===== src/rtl/rob_pkg.sv =====
`default_nettype none

package rob_pkg;

    localparam int XLEN    = 16;
    localparam int REG_SEL = 4;
    localparam int TAG_W   = 6;

    // latency counter wide enough for LAT_MUL
    localparam int LAT_W   = 4;
    localparam int LAT_ALU = 1;
    localparam int LAT_MUL = 8;

    typedef logic [TAG_W-1:0] rob_tag_t;

    typedef enum logic [2:0] {
        OP_ADD = 3'd0,
        OP_SUB = 3'd1,
        OP_XOR = 3'd2,
        OP_MUL = 3'd3,
        OP_NOP = 3'd4
    } rob_op_e;

    typedef struct packed {
        logic [XLEN-1:0]    pc;
        rob_op_e            op;
        logic [XLEN-1:0]    a;
        logic [XLEN-1:0]    b;
        logic               dst_valid;
        logic [REG_SEL-1:0] dst;
    } rob_inst_t;

    typedef struct packed {
        rob_tag_t           tag;
        logic [XLEN-1:0]    pc;
        logic               dst_valid;
        logic [REG_SEL-1:0] dst;
    } rob_alloc_t;

    typedef struct packed {
        rob_tag_t        tag;
        rob_op_e         op;
        logic [XLEN-1:0] a;
        logic [XLEN-1:0] b;
    } rob_issue_t;

    typedef struct packed {
        logic            valid;
        rob_tag_t        tag;
        logic [XLEN-1:0] result;
    } rob_finish_t;

    typedef struct packed {
        logic               valid;
        logic               we;
        logic [REG_SEL-1:0] dst;
        logic [XLEN-1:0]    value;
        logic [XLEN-1:0]    pc;
    } rob_commit_t;

    // cycles from issue to finish
    function automatic logic [LAT_W-1:0] op_latency(rob_op_e op);
        if (op == OP_MUL) begin
            return LAT_W'(LAT_MUL);
        end
        return LAT_W'(LAT_ALU);
    endfunction

endpackage

`default_nettype wire


===== src/rtl/rob_dispatch.sv =====
`default_nettype none

module rob_dispatch #(
    parameter int ROB_DEPTH = 8
) (
    input  wire                     clk_i,
    input  wire                     reset_i,
    input  wire rob_pkg::rob_inst_t inst_i,
    input  wire                     inst_valid_i,
    output logic                    inst_ready_o,
    input  wire                     alloc_ready_i,
    input  wire                     issue_ready_i,
    output rob_pkg::rob_alloc_t     alloc_o,
    output logic                    alloc_valid_o,
    output rob_pkg::rob_issue_t     issue_o,
    output logic                    issue_valid_o
);
    import rob_pkg::*;

    rob_tag_t tail;
    logic     xfer;

    // needs a free rob entry and a free exec slot at once
    assign inst_ready_o = alloc_ready_i & issue_ready_i;
    assign xfer = inst_valid_i & inst_ready_o;

    assign alloc_valid_o = xfer;
    assign issue_valid_o = xfer;

    // a nop has no result to retire, so it never claims a register
    assign alloc_o = '{
        tag:       tail,
        pc:        inst_i.pc,
        dst_valid: inst_i.dst_valid & (inst_i.op != OP_NOP),
        dst:       inst_i.dst
    };

    assign issue_o = '{
        tag: tail,
        op:  inst_i.op,
        a:   inst_i.a,
        b:   inst_i.b
    };

    always_ff @(posedge clk_i) begin
        if (reset_i) begin
            tail <= '0;
        end else if (xfer) begin
            // wrap at rob depth
            if (tail == TAG_W'(ROB_DEPTH - 1)) begin
                tail <= '0;
            end else begin
                tail <= tail + 1'b1;
            end
        end
    end

    a_alloc_ready: assert property (@(posedge clk_i) disable iff (reset_i)
        alloc_valid_o |-> alloc_ready_i)
        else $error("allocation sent to a full reorder buffer");

    // source must hold a stalled instruction
    a_inst_hold: assert property (@(posedge clk_i) disable iff (reset_i)
        inst_valid_i && !inst_ready_o |=> inst_valid_i && $stable(inst_i))
        else $error("instruction changed while stalled");

endmodule

`default_nettype wire


===== src/rtl/rob_buffer.sv =====
`default_nettype none

module rob_buffer #(
    parameter int ROB_DEPTH = 8
) (
    input  wire                       clk_i,
    input  wire                       reset_i,
    input  wire rob_pkg::rob_alloc_t  alloc_i,
    input  wire                       alloc_valid_i,
    output logic                      alloc_ready_o,
    input  wire rob_pkg::rob_finish_t finish_i,
    output rob_pkg::rob_commit_t      commit_o
);
    import rob_pkg::*;

    localparam int PTR_W = $clog2(ROB_DEPTH);

    // per-entry state
    logic [ROB_DEPTH-1:0] ent_valid;
    logic [ROB_DEPTH-1:0] ent_finish;
    logic [ROB_DEPTH-1:0] ent_dst_valid;
    logic [REG_SEL-1:0]   ent_dst    [ROB_DEPTH];
    logic [XLEN-1:0]      ent_pc     [ROB_DEPTH];
    logic [XLEN-1:0]      ent_result [ROB_DEPTH];

    logic [PTR_W-1:0] head;
    logic [PTR_W:0]   count;

    logic [PTR_W-1:0] alloc_idx;
    logic [PTR_W-1:0] fin_idx;
    logic             do_commit;

    // tags only ever span the first ROB_DEPTH slots
    assign alloc_idx = alloc_i.tag[PTR_W-1:0];
    assign fin_idx   = finish_i.tag[PTR_W-1:0];

    assign alloc_ready_o = (count != (PTR_W + 1)'(ROB_DEPTH));

    // retire only the oldest entry, once it has finished
    assign do_commit = ent_valid[head] & ent_finish[head];

    assign commit_o = '{
        valid: do_commit,
        we:    ent_dst_valid[head],
        dst:   ent_dst[head],
        value: ent_result[head],
        pc:    ent_pc[head]
    };

    always_ff @(posedge clk_i) begin
        if (reset_i) begin
            ent_valid  <= '0;
            ent_finish <= '0;
            head       <= '0;
            count      <= '0;
        end else begin
            if (alloc_valid_i) begin
                ent_valid[alloc_idx]  <= 1'b1;
                ent_finish[alloc_idx] <= 1'b0;
            end
            if (finish_i.valid) begin
                ent_finish[fin_idx] <= 1'b1;
            end
            if (do_commit) begin
                ent_valid[head] <= 1'b0;
                // head wraps by itself at a power-of-two depth
                head <= head + 1'b1;
            end
            count <= count + (PTR_W + 1)'(alloc_valid_i) - (PTR_W + 1)'(do_commit);
        end
    end

    always_ff @(posedge clk_i) begin
        if (alloc_valid_i) begin
            ent_dst_valid[alloc_idx] <= alloc_i.dst_valid;
            ent_dst[alloc_idx]       <= alloc_i.dst;
            ent_pc[alloc_idx]        <= alloc_i.pc;
        end
        if (finish_i.valid) begin
            ent_result[fin_idx] <= finish_i.result;
        end
    end

    a_finish_live: assert property (@(posedge clk_i) disable iff (reset_i)
        finish_i.valid |-> ent_valid[fin_idx] && !ent_finish[fin_idx])
        else $error("finish for idle or already finished entry %0d", fin_idx);

    a_alloc_free: assert property (@(posedge clk_i) disable iff (reset_i)
        alloc_valid_i |-> !ent_valid[alloc_idx])
        else $error("allocation onto live entry %0d", alloc_idx);

endmodule

`default_nettype wire


===== src/rtl/rob_exec_unit.sv =====
`default_nettype none

module rob_exec_unit #(
    parameter int EXEC_SLOTS = 4
) (
    input  wire                      clk_i,
    input  wire                      reset_i,
    input  wire rob_pkg::rob_issue_t issue_i,
    input  wire                      issue_valid_i,
    output logic                     issue_ready_o,
    output rob_pkg::rob_finish_t     finish_o
);
    import rob_pkg::*;

    localparam int SLOT_W = (EXEC_SLOTS > 1) ? $clog2(EXEC_SLOTS) : 1;

    typedef struct packed {
        rob_tag_t         tag;
        logic [LAT_W-1:0] cnt;
        logic [XLEN-1:0]  result;
    } slot_t;

    logic [EXEC_SLOTS-1:0] busy;
    logic [EXEC_SLOTS-1:0] done;
    slot_t                 slots [EXEC_SLOTS];
    logic [SLOT_W-1:0]     free_idx;
    logic [SLOT_W-1:0]     done_idx;
    logic                  any_done;
    logic                  do_issue;

    // mul keeps only the low half of the product
    function automatic logic [XLEN-1:0] alu(rob_op_e op, logic [XLEN-1:0] a,
                                            logic [XLEN-1:0] b);
        case (op)
            OP_ADD:  return a + b;
            OP_SUB:  return a - b;
            OP_XOR:  return a ^ b;
            OP_MUL:  return a * b;
            default: return '0;
        endcase
    endfunction

    always_comb begin
        free_idx = '0;
        done_idx = '0;
        for (int i = 0; i < EXEC_SLOTS; i++) begin
            done[i] = busy[i] && (slots[i].cnt == '0);
        end
        // scan downward so the lowest slot wins
        for (int i = EXEC_SLOTS - 1; i >= 0; i--) begin
            if (!busy[i]) begin
                free_idx = SLOT_W'(i);
            end
            if (done[i]) begin
                done_idx = SLOT_W'(i);
            end
        end
    end

    assign issue_ready_o = ~&busy;
    assign any_done = |done;
    assign do_issue = issue_valid_i & issue_ready_o;

    assign finish_o = '{
        valid:  any_done,
        tag:    slots[done_idx].tag,
        result: slots[done_idx].result
    };

    always_ff @(posedge clk_i) begin
        if (reset_i) begin
            busy <= '0;
        end else begin
            if (any_done) begin
                busy[done_idx] <= 1'b0;
            end
            if (do_issue) begin
                busy[free_idx] <= 1'b1;
            end
        end
    end

    always_ff @(posedge clk_i) begin
        // a done slot holds at zero until reported
        for (int i = 0; i < EXEC_SLOTS; i++) begin
            if (busy[i] && slots[i].cnt != '0) begin
                slots[i].cnt <= slots[i].cnt - 1'b1;
            end
        end
        // load latency minus one so finish shows up L cycles later
        if (do_issue) begin
            slots[free_idx] <= '{
                tag:    issue_i.tag,
                cnt:    op_latency(issue_i.op) - 1'b1,
                result: alu(issue_i.op, issue_i.a, issue_i.b)
            };
        end
    end

    a_issue_room: assert property (@(posedge clk_i) disable iff (reset_i)
        issue_valid_i |-> issue_ready_o)
        else $error("issue into a full execution unit");

endmodule

`default_nettype wire


===== src/rtl/rob_arch_regfile.sv =====
`default_nettype none

module rob_arch_regfile (
    input  wire                        clk_i,
    input  wire                        reset_i,
    input  wire rob_pkg::rob_commit_t  commit_i,
    input  wire [rob_pkg::REG_SEL-1:0] rd_addr_i,
    output logic [rob_pkg::XLEN-1:0]   rd_data_o
);
    import rob_pkg::*;

    localparam int NUM_REGS = 2 ** REG_SEL;

    logic [XLEN-1:0] regs [NUM_REGS];

    // only retired results reach here
    always_ff @(posedge clk_i) begin
        if (reset_i) begin
            for (int i = 0; i < NUM_REGS; i++) begin
                regs[i] <= '0;
            end
        end else if (commit_i.valid && commit_i.we) begin
            regs[commit_i.dst] <= commit_i.value;
        end
    end

    // combinational observation port
    assign rd_data_o = regs[rd_addr_i];

endmodule

`default_nettype wire


===== src/rtl/rob_core_top.sv =====
`default_nettype none

module rob_core_top #(
    parameter int ROB_DEPTH  = 8,
    parameter int EXEC_SLOTS = 4
) (
    input  wire                        clk_i,
    input  wire                        reset_i,
    input  wire rob_pkg::rob_inst_t    inst_i,
    input  wire                        inst_valid_i,
    output wire                        inst_ready_o,
    output wire rob_pkg::rob_commit_t  commit_o,
    input  wire [rob_pkg::REG_SEL-1:0] rd_addr_i,
    output wire [rob_pkg::XLEN-1:0]    rd_data_o
);
    import rob_pkg::*;

    rob_alloc_t  alloc;
    logic        alloc_valid;
    logic        alloc_ready;
    rob_issue_t  issue;
    logic        issue_valid;
    logic        issue_ready;
    rob_finish_t finish;

    rob_dispatch #(
        .ROB_DEPTH(ROB_DEPTH)
    ) i_dispatch (
        .clk_i        (clk_i),
        .reset_i      (reset_i),
        .inst_i       (inst_i),
        .inst_valid_i (inst_valid_i),
        .inst_ready_o (inst_ready_o),
        .alloc_ready_i(alloc_ready),
        .issue_ready_i(issue_ready),
        .alloc_o      (alloc),
        .alloc_valid_o(alloc_valid),
        .issue_o      (issue),
        .issue_valid_o(issue_valid)
    );

    rob_exec_unit #(
        .EXEC_SLOTS(EXEC_SLOTS)
    ) i_exec (
        .clk_i        (clk_i),
        .reset_i      (reset_i),
        .issue_i      (issue),
        .issue_valid_i(issue_valid),
        .issue_ready_o(issue_ready),
        .finish_o     (finish)
    );

    rob_buffer #(
        .ROB_DEPTH(ROB_DEPTH)
    ) i_rob (
        .clk_i        (clk_i),
        .reset_i      (reset_i),
        .alloc_i      (alloc),
        .alloc_valid_i(alloc_valid),
        .alloc_ready_o(alloc_ready),
        .finish_i     (finish),
        .commit_o     (commit_o)
    );

    rob_arch_regfile i_arf (
        .clk_i    (clk_i),
        .reset_i  (reset_i),
        .commit_i (commit_o),
        .rd_addr_i(rd_addr_i),
        .rd_data_o(rd_data_o)
    );

endmodule

`default_nettype wire


===== config.mk =====
export PLATFORM = sky130hd
export DESIGN_NAME = rob_core_top
export DESIGN_NICKNAME = d
export VERILOG_FILES = /design/src/rtl/rob_pkg.sv /design/src/rtl/rob_dispatch.sv /design/src/rtl/rob_buffer.sv /design/src/rtl/rob_exec_unit.sv /design/src/rtl/rob_arch_regfile.sv /design/src/rtl/rob_core_top.sv
export SDC_FILE = /design/constraint.sdc
export NUM_CORES = 1
export LEC_CHECK = 0
export BUFFER_PORTS_ARGS = -buffer_cell sky130_fd_sc_hd__buf_2
export CAP_MARGIN = 0
export CORE_ASPECT_RATIO = 1.4
export CORE_MARGIN = 5
export CORE_UTILIZATION = 60
export DETAILED_ROUTE_END_ITERATION = 8
export HOLD_SLACK_MARGIN = 0.08
export PLACE_DENSITY = 0.89
export SLEW_MARGIN = 30
export SYNTH_ARGS = -nofsm -noshare
export SYNTH_HDL_FRONTEND = slang
export SYNTH_SLANG_ARGS = --single-unit

===== constraint.sdc =====
create_clock -name clk_i -period 16.5 [get_ports clk_i]
set_input_delay 3.3 -clock clk_i [delete_from_list [all_inputs] [get_ports clk_i]]
set_output_delay 3.3 -clock clk_i [all_outputs]
set_load 0.05 [all_outputs]

# ---- Word-level counts from Yosys, hierarchy flattened
# Memory sizes are Yosys's and may differ from the RTL's. A register that Yosys moved wholly into a read port is not among the register bits.
# Cells that the tools add are included.
dict set report totals {
  register_bits 41
  mem_bits_rw 648
  input_bits 63
  output_inout_bits 55
  word_cells 152
  memories 5
}
dict set report classes {
  add_sub_neg 11
  n_mul 1
  magnitude_cmp 10
  n_eq_ne 6
  n_mux 70
  bitwise 15
  n_reduce_logical 27
}
# name depth width read_ports rd_clocked_by_memory_dff write_ports line
set memory_table {}
lappend memory_table {i_arf.regs 16 16 1 0 16 rob_arch_regfile.sv:14} ;# logic [XLEN-1:0] regs [NUM_REGS];
lappend memory_table {i_rob.ent_pc 8 16 1 1 1 rob_buffer.sv:23} ;# logic [XLEN-1:0] ent_pc [ROB_DEPTH];
lappend memory_table {i_rob.ent_result 8 16 1 1 1 rob_buffer.sv:24} ;# logic [XLEN-1:0] ent_result [ROB_DEPTH];
lappend memory_table {i_exec.slots 4 26 5 0 5 rob_exec_unit.sv:25} ;# slot_t slots [EXEC_SLOTS];
lappend memory_table {i_rob.ent_dst 8 4 1 1 1 rob_buffer.sv:22} ;# logic [REG_SEL-1:0] ent_dst [ROB_DEPTH];
# op n
set ops {}
lappend ops {{$pmux 16 s4} 1}
lappend ops {{$mux 8} 6}
lappend ops {{$mux 16} 2}
lappend ops {{$mux 1} 30}
lappend ops {{$mux 4} 7}
lappend ops {{$sub 4x1->4 const B} 5}
lappend ops {{$mux 3} 6}
lappend ops {{$add 16x16->16} 1}
lappend ops {{$and 8x8->8} 2}
lappend ops {{$logic_not 4->1} 4}
lappend ops {{$mul 16x16->16} 1}
lappend ops {{$mux 2} 8}
lappend ops {{$not 8->8} 2}
lappend ops {{$or 8x8->8} 2}
lappend ops {{$reduce_bool 4->1} 4}
lappend ops {{$reduce_or 16->1} 1}
lappend ops {{$sub 16x16->16} 1}
lappend ops {{$xor 16x16->16} 1}
lappend ops {{$logic_and 1x1->1} 14}
lappend ops {{$lt 3x4->1 const B} 3}
lappend ops {{$bmux 1 s3} 3}
lappend ops {{$demux 1 s3} 3}
lappend ops {{$ge 3x1->1 const B} 3}
lappend ops {{$bwmux 8} 1}
lappend ops {{21 further kinds} 29}

# ---- Depth between registers and ports, before layout
# An unclocked memory read counts as a cell.
dict set report depth {
  word_depth 17
  ltp_mapped 21
  mapped_depth_nobuf 19
}

# ---- By module
# Synthesis repeated with hierarchy kept, for this count alone.
dict set report unflattened {
  cells_unflattened 2401
  hier_area_um2 33845.0
}
# module n_inst cells_per_inst area_each_um2 seq_area_each_um2
set modules_own_cells {}
lappend modules_own_cells {rob_buffer 1 587 12345.6 9409.0}
lappend modules_own_cells {rob_arch_regfile 1 781 11208.2 7687.4}
lappend modules_own_cells {rob_exec_unit 1 935 9515.4 3203.1}
lappend modules_own_cells {rob_dispatch 1 98 775.7 120.1}

# ---- Worst setup path after synthesis
# OpenSTA, ideal clock, no wires.
dict set report synth_path {
  path_type {input-to-output}
  start {in rd_addr_i[0] (netlist name)}
  end {out rd_data_o[0] (netlist name)}
  t_arrival_ns 5.244
  t_required_ns 13.200
  slack_ns 7.956
  path_stages 4
  cell_sequence {buf_2 buf_1 mux4_2 mux4_2}
}
dict set report synth_via {
  elab_chain_len 1
}
# element line
set synth_lines {}
lappend synth_lines {{start: declaration} rob_core_top.sv:13} ;# input wire [rob_pkg::REG_SEL-1:0] rd_addr_i,
lappend synth_lines {{$mem_v2 16x16} --}
lappend synth_lines {{end: declaration} rob_core_top.sv:14} ;# output wire [rob_pkg::XLEN-1:0] rd_data_o
# No other way between the ends.

# ---- Worst setup path in the final report
dict set report layout_path {
  start {in rd_addr_i[0] (netlist name)}
  end {out rd_data_o[5] (netlist name)}
}
# Same word-level chain as after synthesis.

==> results.json <==
{
  "leakagePower_nw": 13.3,
  "syn_to_final_growth_pct": 9.52,
  "tritoncts.num_buffers": 58,
  "grt_pass1_vias": 21000,
  "drc": 0,
  "design.die.area_um2": 59800,
  "holdCritPathClass": "reg -> reg",
  "worst_slew_pin_slew_ns": 1.03,
  "die_height_um": 287,
  "layout-drive-gt1-share_pct": 21.2,
  "routabilityCongestion": 0.914,
  "drt_iter0_markers": 2529,
  "antenna_found_initial": 0,
  "post_cts_resized": 0,
  "postCtsHoldBufs": 0,
  "max_clock_freq_mhz": 113,
  "synth_top_cell_by_area": "edfxtp_1",
  "synth.ff_latch_count": 680,
  "cts_max_path_buffers": 3,
  "antenna_cells": 0,
  "clk_latency_ns": 0.62,
  "arrival_ns": 5.56,
  "grt_start_max_net_pins": 65,
  "fin_crit_ns": 8.86,
  "power.density_nw_per_um2": 126,
  "cts_setup_buffers": 0,
  "drt-wirelength-per-cell_um": 25.6,
  "fin_tns_setup_ns": 0,
  "seq_area_frac_synth_pct": 60.8,
  "pin_count": 118,
  "num-nets-final": 2556,
  "setup_violations": 0,
  "grt_pass1_wl_um": 123000,
  "crit_type": "in -> out",
  "grt_remaining_overflow": 0,
  "drv_cap": 0,
  "drt-total-wl_um": 79300,
  "slew_headroom_pct": 31.2,
  "cts.clk_slew.worst_paths_ns": 0.07,
  "synth.top_cell.area_share_pct": 58.6,
  "critPathLaunchType": "primary input",
  "rsz0062_at_grt": "no",
  "die_w_um": 208,
  "ys_warn_count": 0,
  "finalHoldViolations": 0,
  "critical_path.max_fanout": 56,
  "syn_nets": 2464,
  "io_buffers": 117,
  "crit_path_end_kind": "output pin",
  "start_util_pct": 60.7,
  "routed_via_density": 6.39,
  "status": "completed",
  "syn_area_um2": 33000,
  "synth_flop_cell": "edfxtp_1",
  "synth_area_leaders": "edfxtp_1, mux4_2, fa_1",
  "htreeDepth": 2,
  "cts_tree": "done",
  "dr.pass1.iters": 6,
  "slew_violations": 0,
  "finalCritPeriodShare_pct": 53.7,
  "ir_worst_vdd_uv": 166,
  "final_antenna_net_count": 0,
  "syn_area_per_cell_um2": 14.8,
  "syn-instance-count": 2232,
  "worst_hold_slack_ns": 0.508,
  "critPathRequiredTime_ns": 13.20,
  "clock-sinks": 680,
  "fillerInstances": 3401,
  "async_reset_ff_share_pct": 0,
  "fp-row-count": 101,
  "dpl.hpwl_um": 51100,
  "track_usage_pct": 26.6,
  "cts_root_buffer": "clkbuf_16",
  "num_vias": 19800,
  "synth.distinct_cells": 69,
  "core_um2": 54300,
  "fin_skew_ns": 0.0559,
  "synth_edf_count": 644
}
cells by family after synthesis:
kind of cell | Yosys count | share of synthesized area, %
AO/OA/AOI/OAI | 166 | 3.33
XOR/XNOR | 84 | 2.27
adder cells (fa/ha/maj) | 169 | 8.28
buffers and inverters | 279 | 3.65
flip-flops | 680 | 60.8
multiplexers | 214 | 12.4
AND/OR/NAND/NOR | 640 | 9.22
power by group:
group / internal (mW) / switching [mW] / total (mW)
sequential: 2.03 / 0.0404 / 2.07
clock: 0.742 / 0.620 / 1.36
combinational: 0.446 / 0.671 / 1.12
sequential cells by signal, indices dropped and copies added, names as in the netlist, named ones only:
| register | cells |
|---|---|
| i_rob.count | 4 |
| i_rob.ent_dst | 32 |
| i_rob.ent_finish | 8 |
| i_rob.ent_valid | 8 |
| i_rob.ent_dst_valid | 8 |
| i_exec.busy | 4 |
| i_rob.head | 3 |
| i_dispatch.tail | 6 |
| i_exec.slots | 92 |
| i_rob.ent_result | 128 |
| i_arf.regs | 256 |
| i_rob.ent_pc | 128 |
final timing paths:
check,depth (start not counted),slack [ns],start,end
max,5,7.64,rd_addr_i[0],rd_data_o[5]
min,2,0.51,i_rob.ent_finish[4],i_rob.ent_finish[4]
max reg2reg,6,11.46,flop,i_arf.regs[4][15]
min reg2reg,2,0.51,i_rob.ent_finish[4],i_rob.ent_finish[4]
per-stage QoR:
step,setup slack (ns),total power [mW],util [%],cells,area (um2)
floorplan,7.96,2.91,-,2232,33000
global placement,7.51,3.13,62.9,2985,34200
detailed placement,7.34,3.20,62.9,2985,34200
CTS,7.35,4.55,66.4,3094,36100
global route,7.48,4.75,66.5,3094,36100
finish,7.64,4.55,66.5,3094,36100
layout by cell type, fill, tap and decap left out, types with 29 or more instances in the layout:
cell	n
edfxtp_1	644
nor2_1	285
inv_1	160
mux4_2	154
nand2_1	128
buf_2	116
ha_1	87
fa_1	82
and2_1	67
clkbuf_16	61
xnor2_1	45
o21ai_0	40
nor2_2	39
xor2_1	38
mux2i_1	33
dfxtp_1	33
buf_4	32
a21oi_1	29
area by class of cell:
cell class	count	area (um2)	share of cell area, %
Sequential cell	680	20100	55.6
Multi-Input combinational cell	1273	11800	32.7
Clock buffer	77	1620	4.48
Tap cell	721	902	2.50
Timing Repair Buffer	149	832	2.30
Inverter	162	608	1.68
Clock inverter	32	288	0.797
critical path: stages:
cell    delay [ns]
buf_4         0.20
buf_6         0.57
mux4_2        0.64
mux4_2        0.53
buf_2         0.24
metal layers:
metal | up-vias | global-route usage (%) | share of wire, %
met3 | 348 | 3.44 | 7.8
met5 | - | 0 | 0
met1 | 9737 | 30.1 | 32
li1 | 8285 | - | -
met2 | 1400 | 49.9 | 55
met4 | 0 | 12.4 | 5.5
synthesized netlist by cell type (all sizes together), types with 6 or more instances:
library cell    n
a211oi         10
mux4          154
o21a           10
nand3          15
nand2b         13
o211ai          8
o21ai          51
nor2b          10
a21oi          29
mux2           20
buf            61
a311oi          7
and3            8
edfxtp        644
nor3           23
inv           161
a22oi          21
or2             6
and2           69
mux2i          40
nor2          327
o31ai           6
dfxtp          36
ha             87
fa             82
or3             6
nand2         140
xnor2          45
xor2           38
clkbuf         56
(Power assumes the default switching activity.)
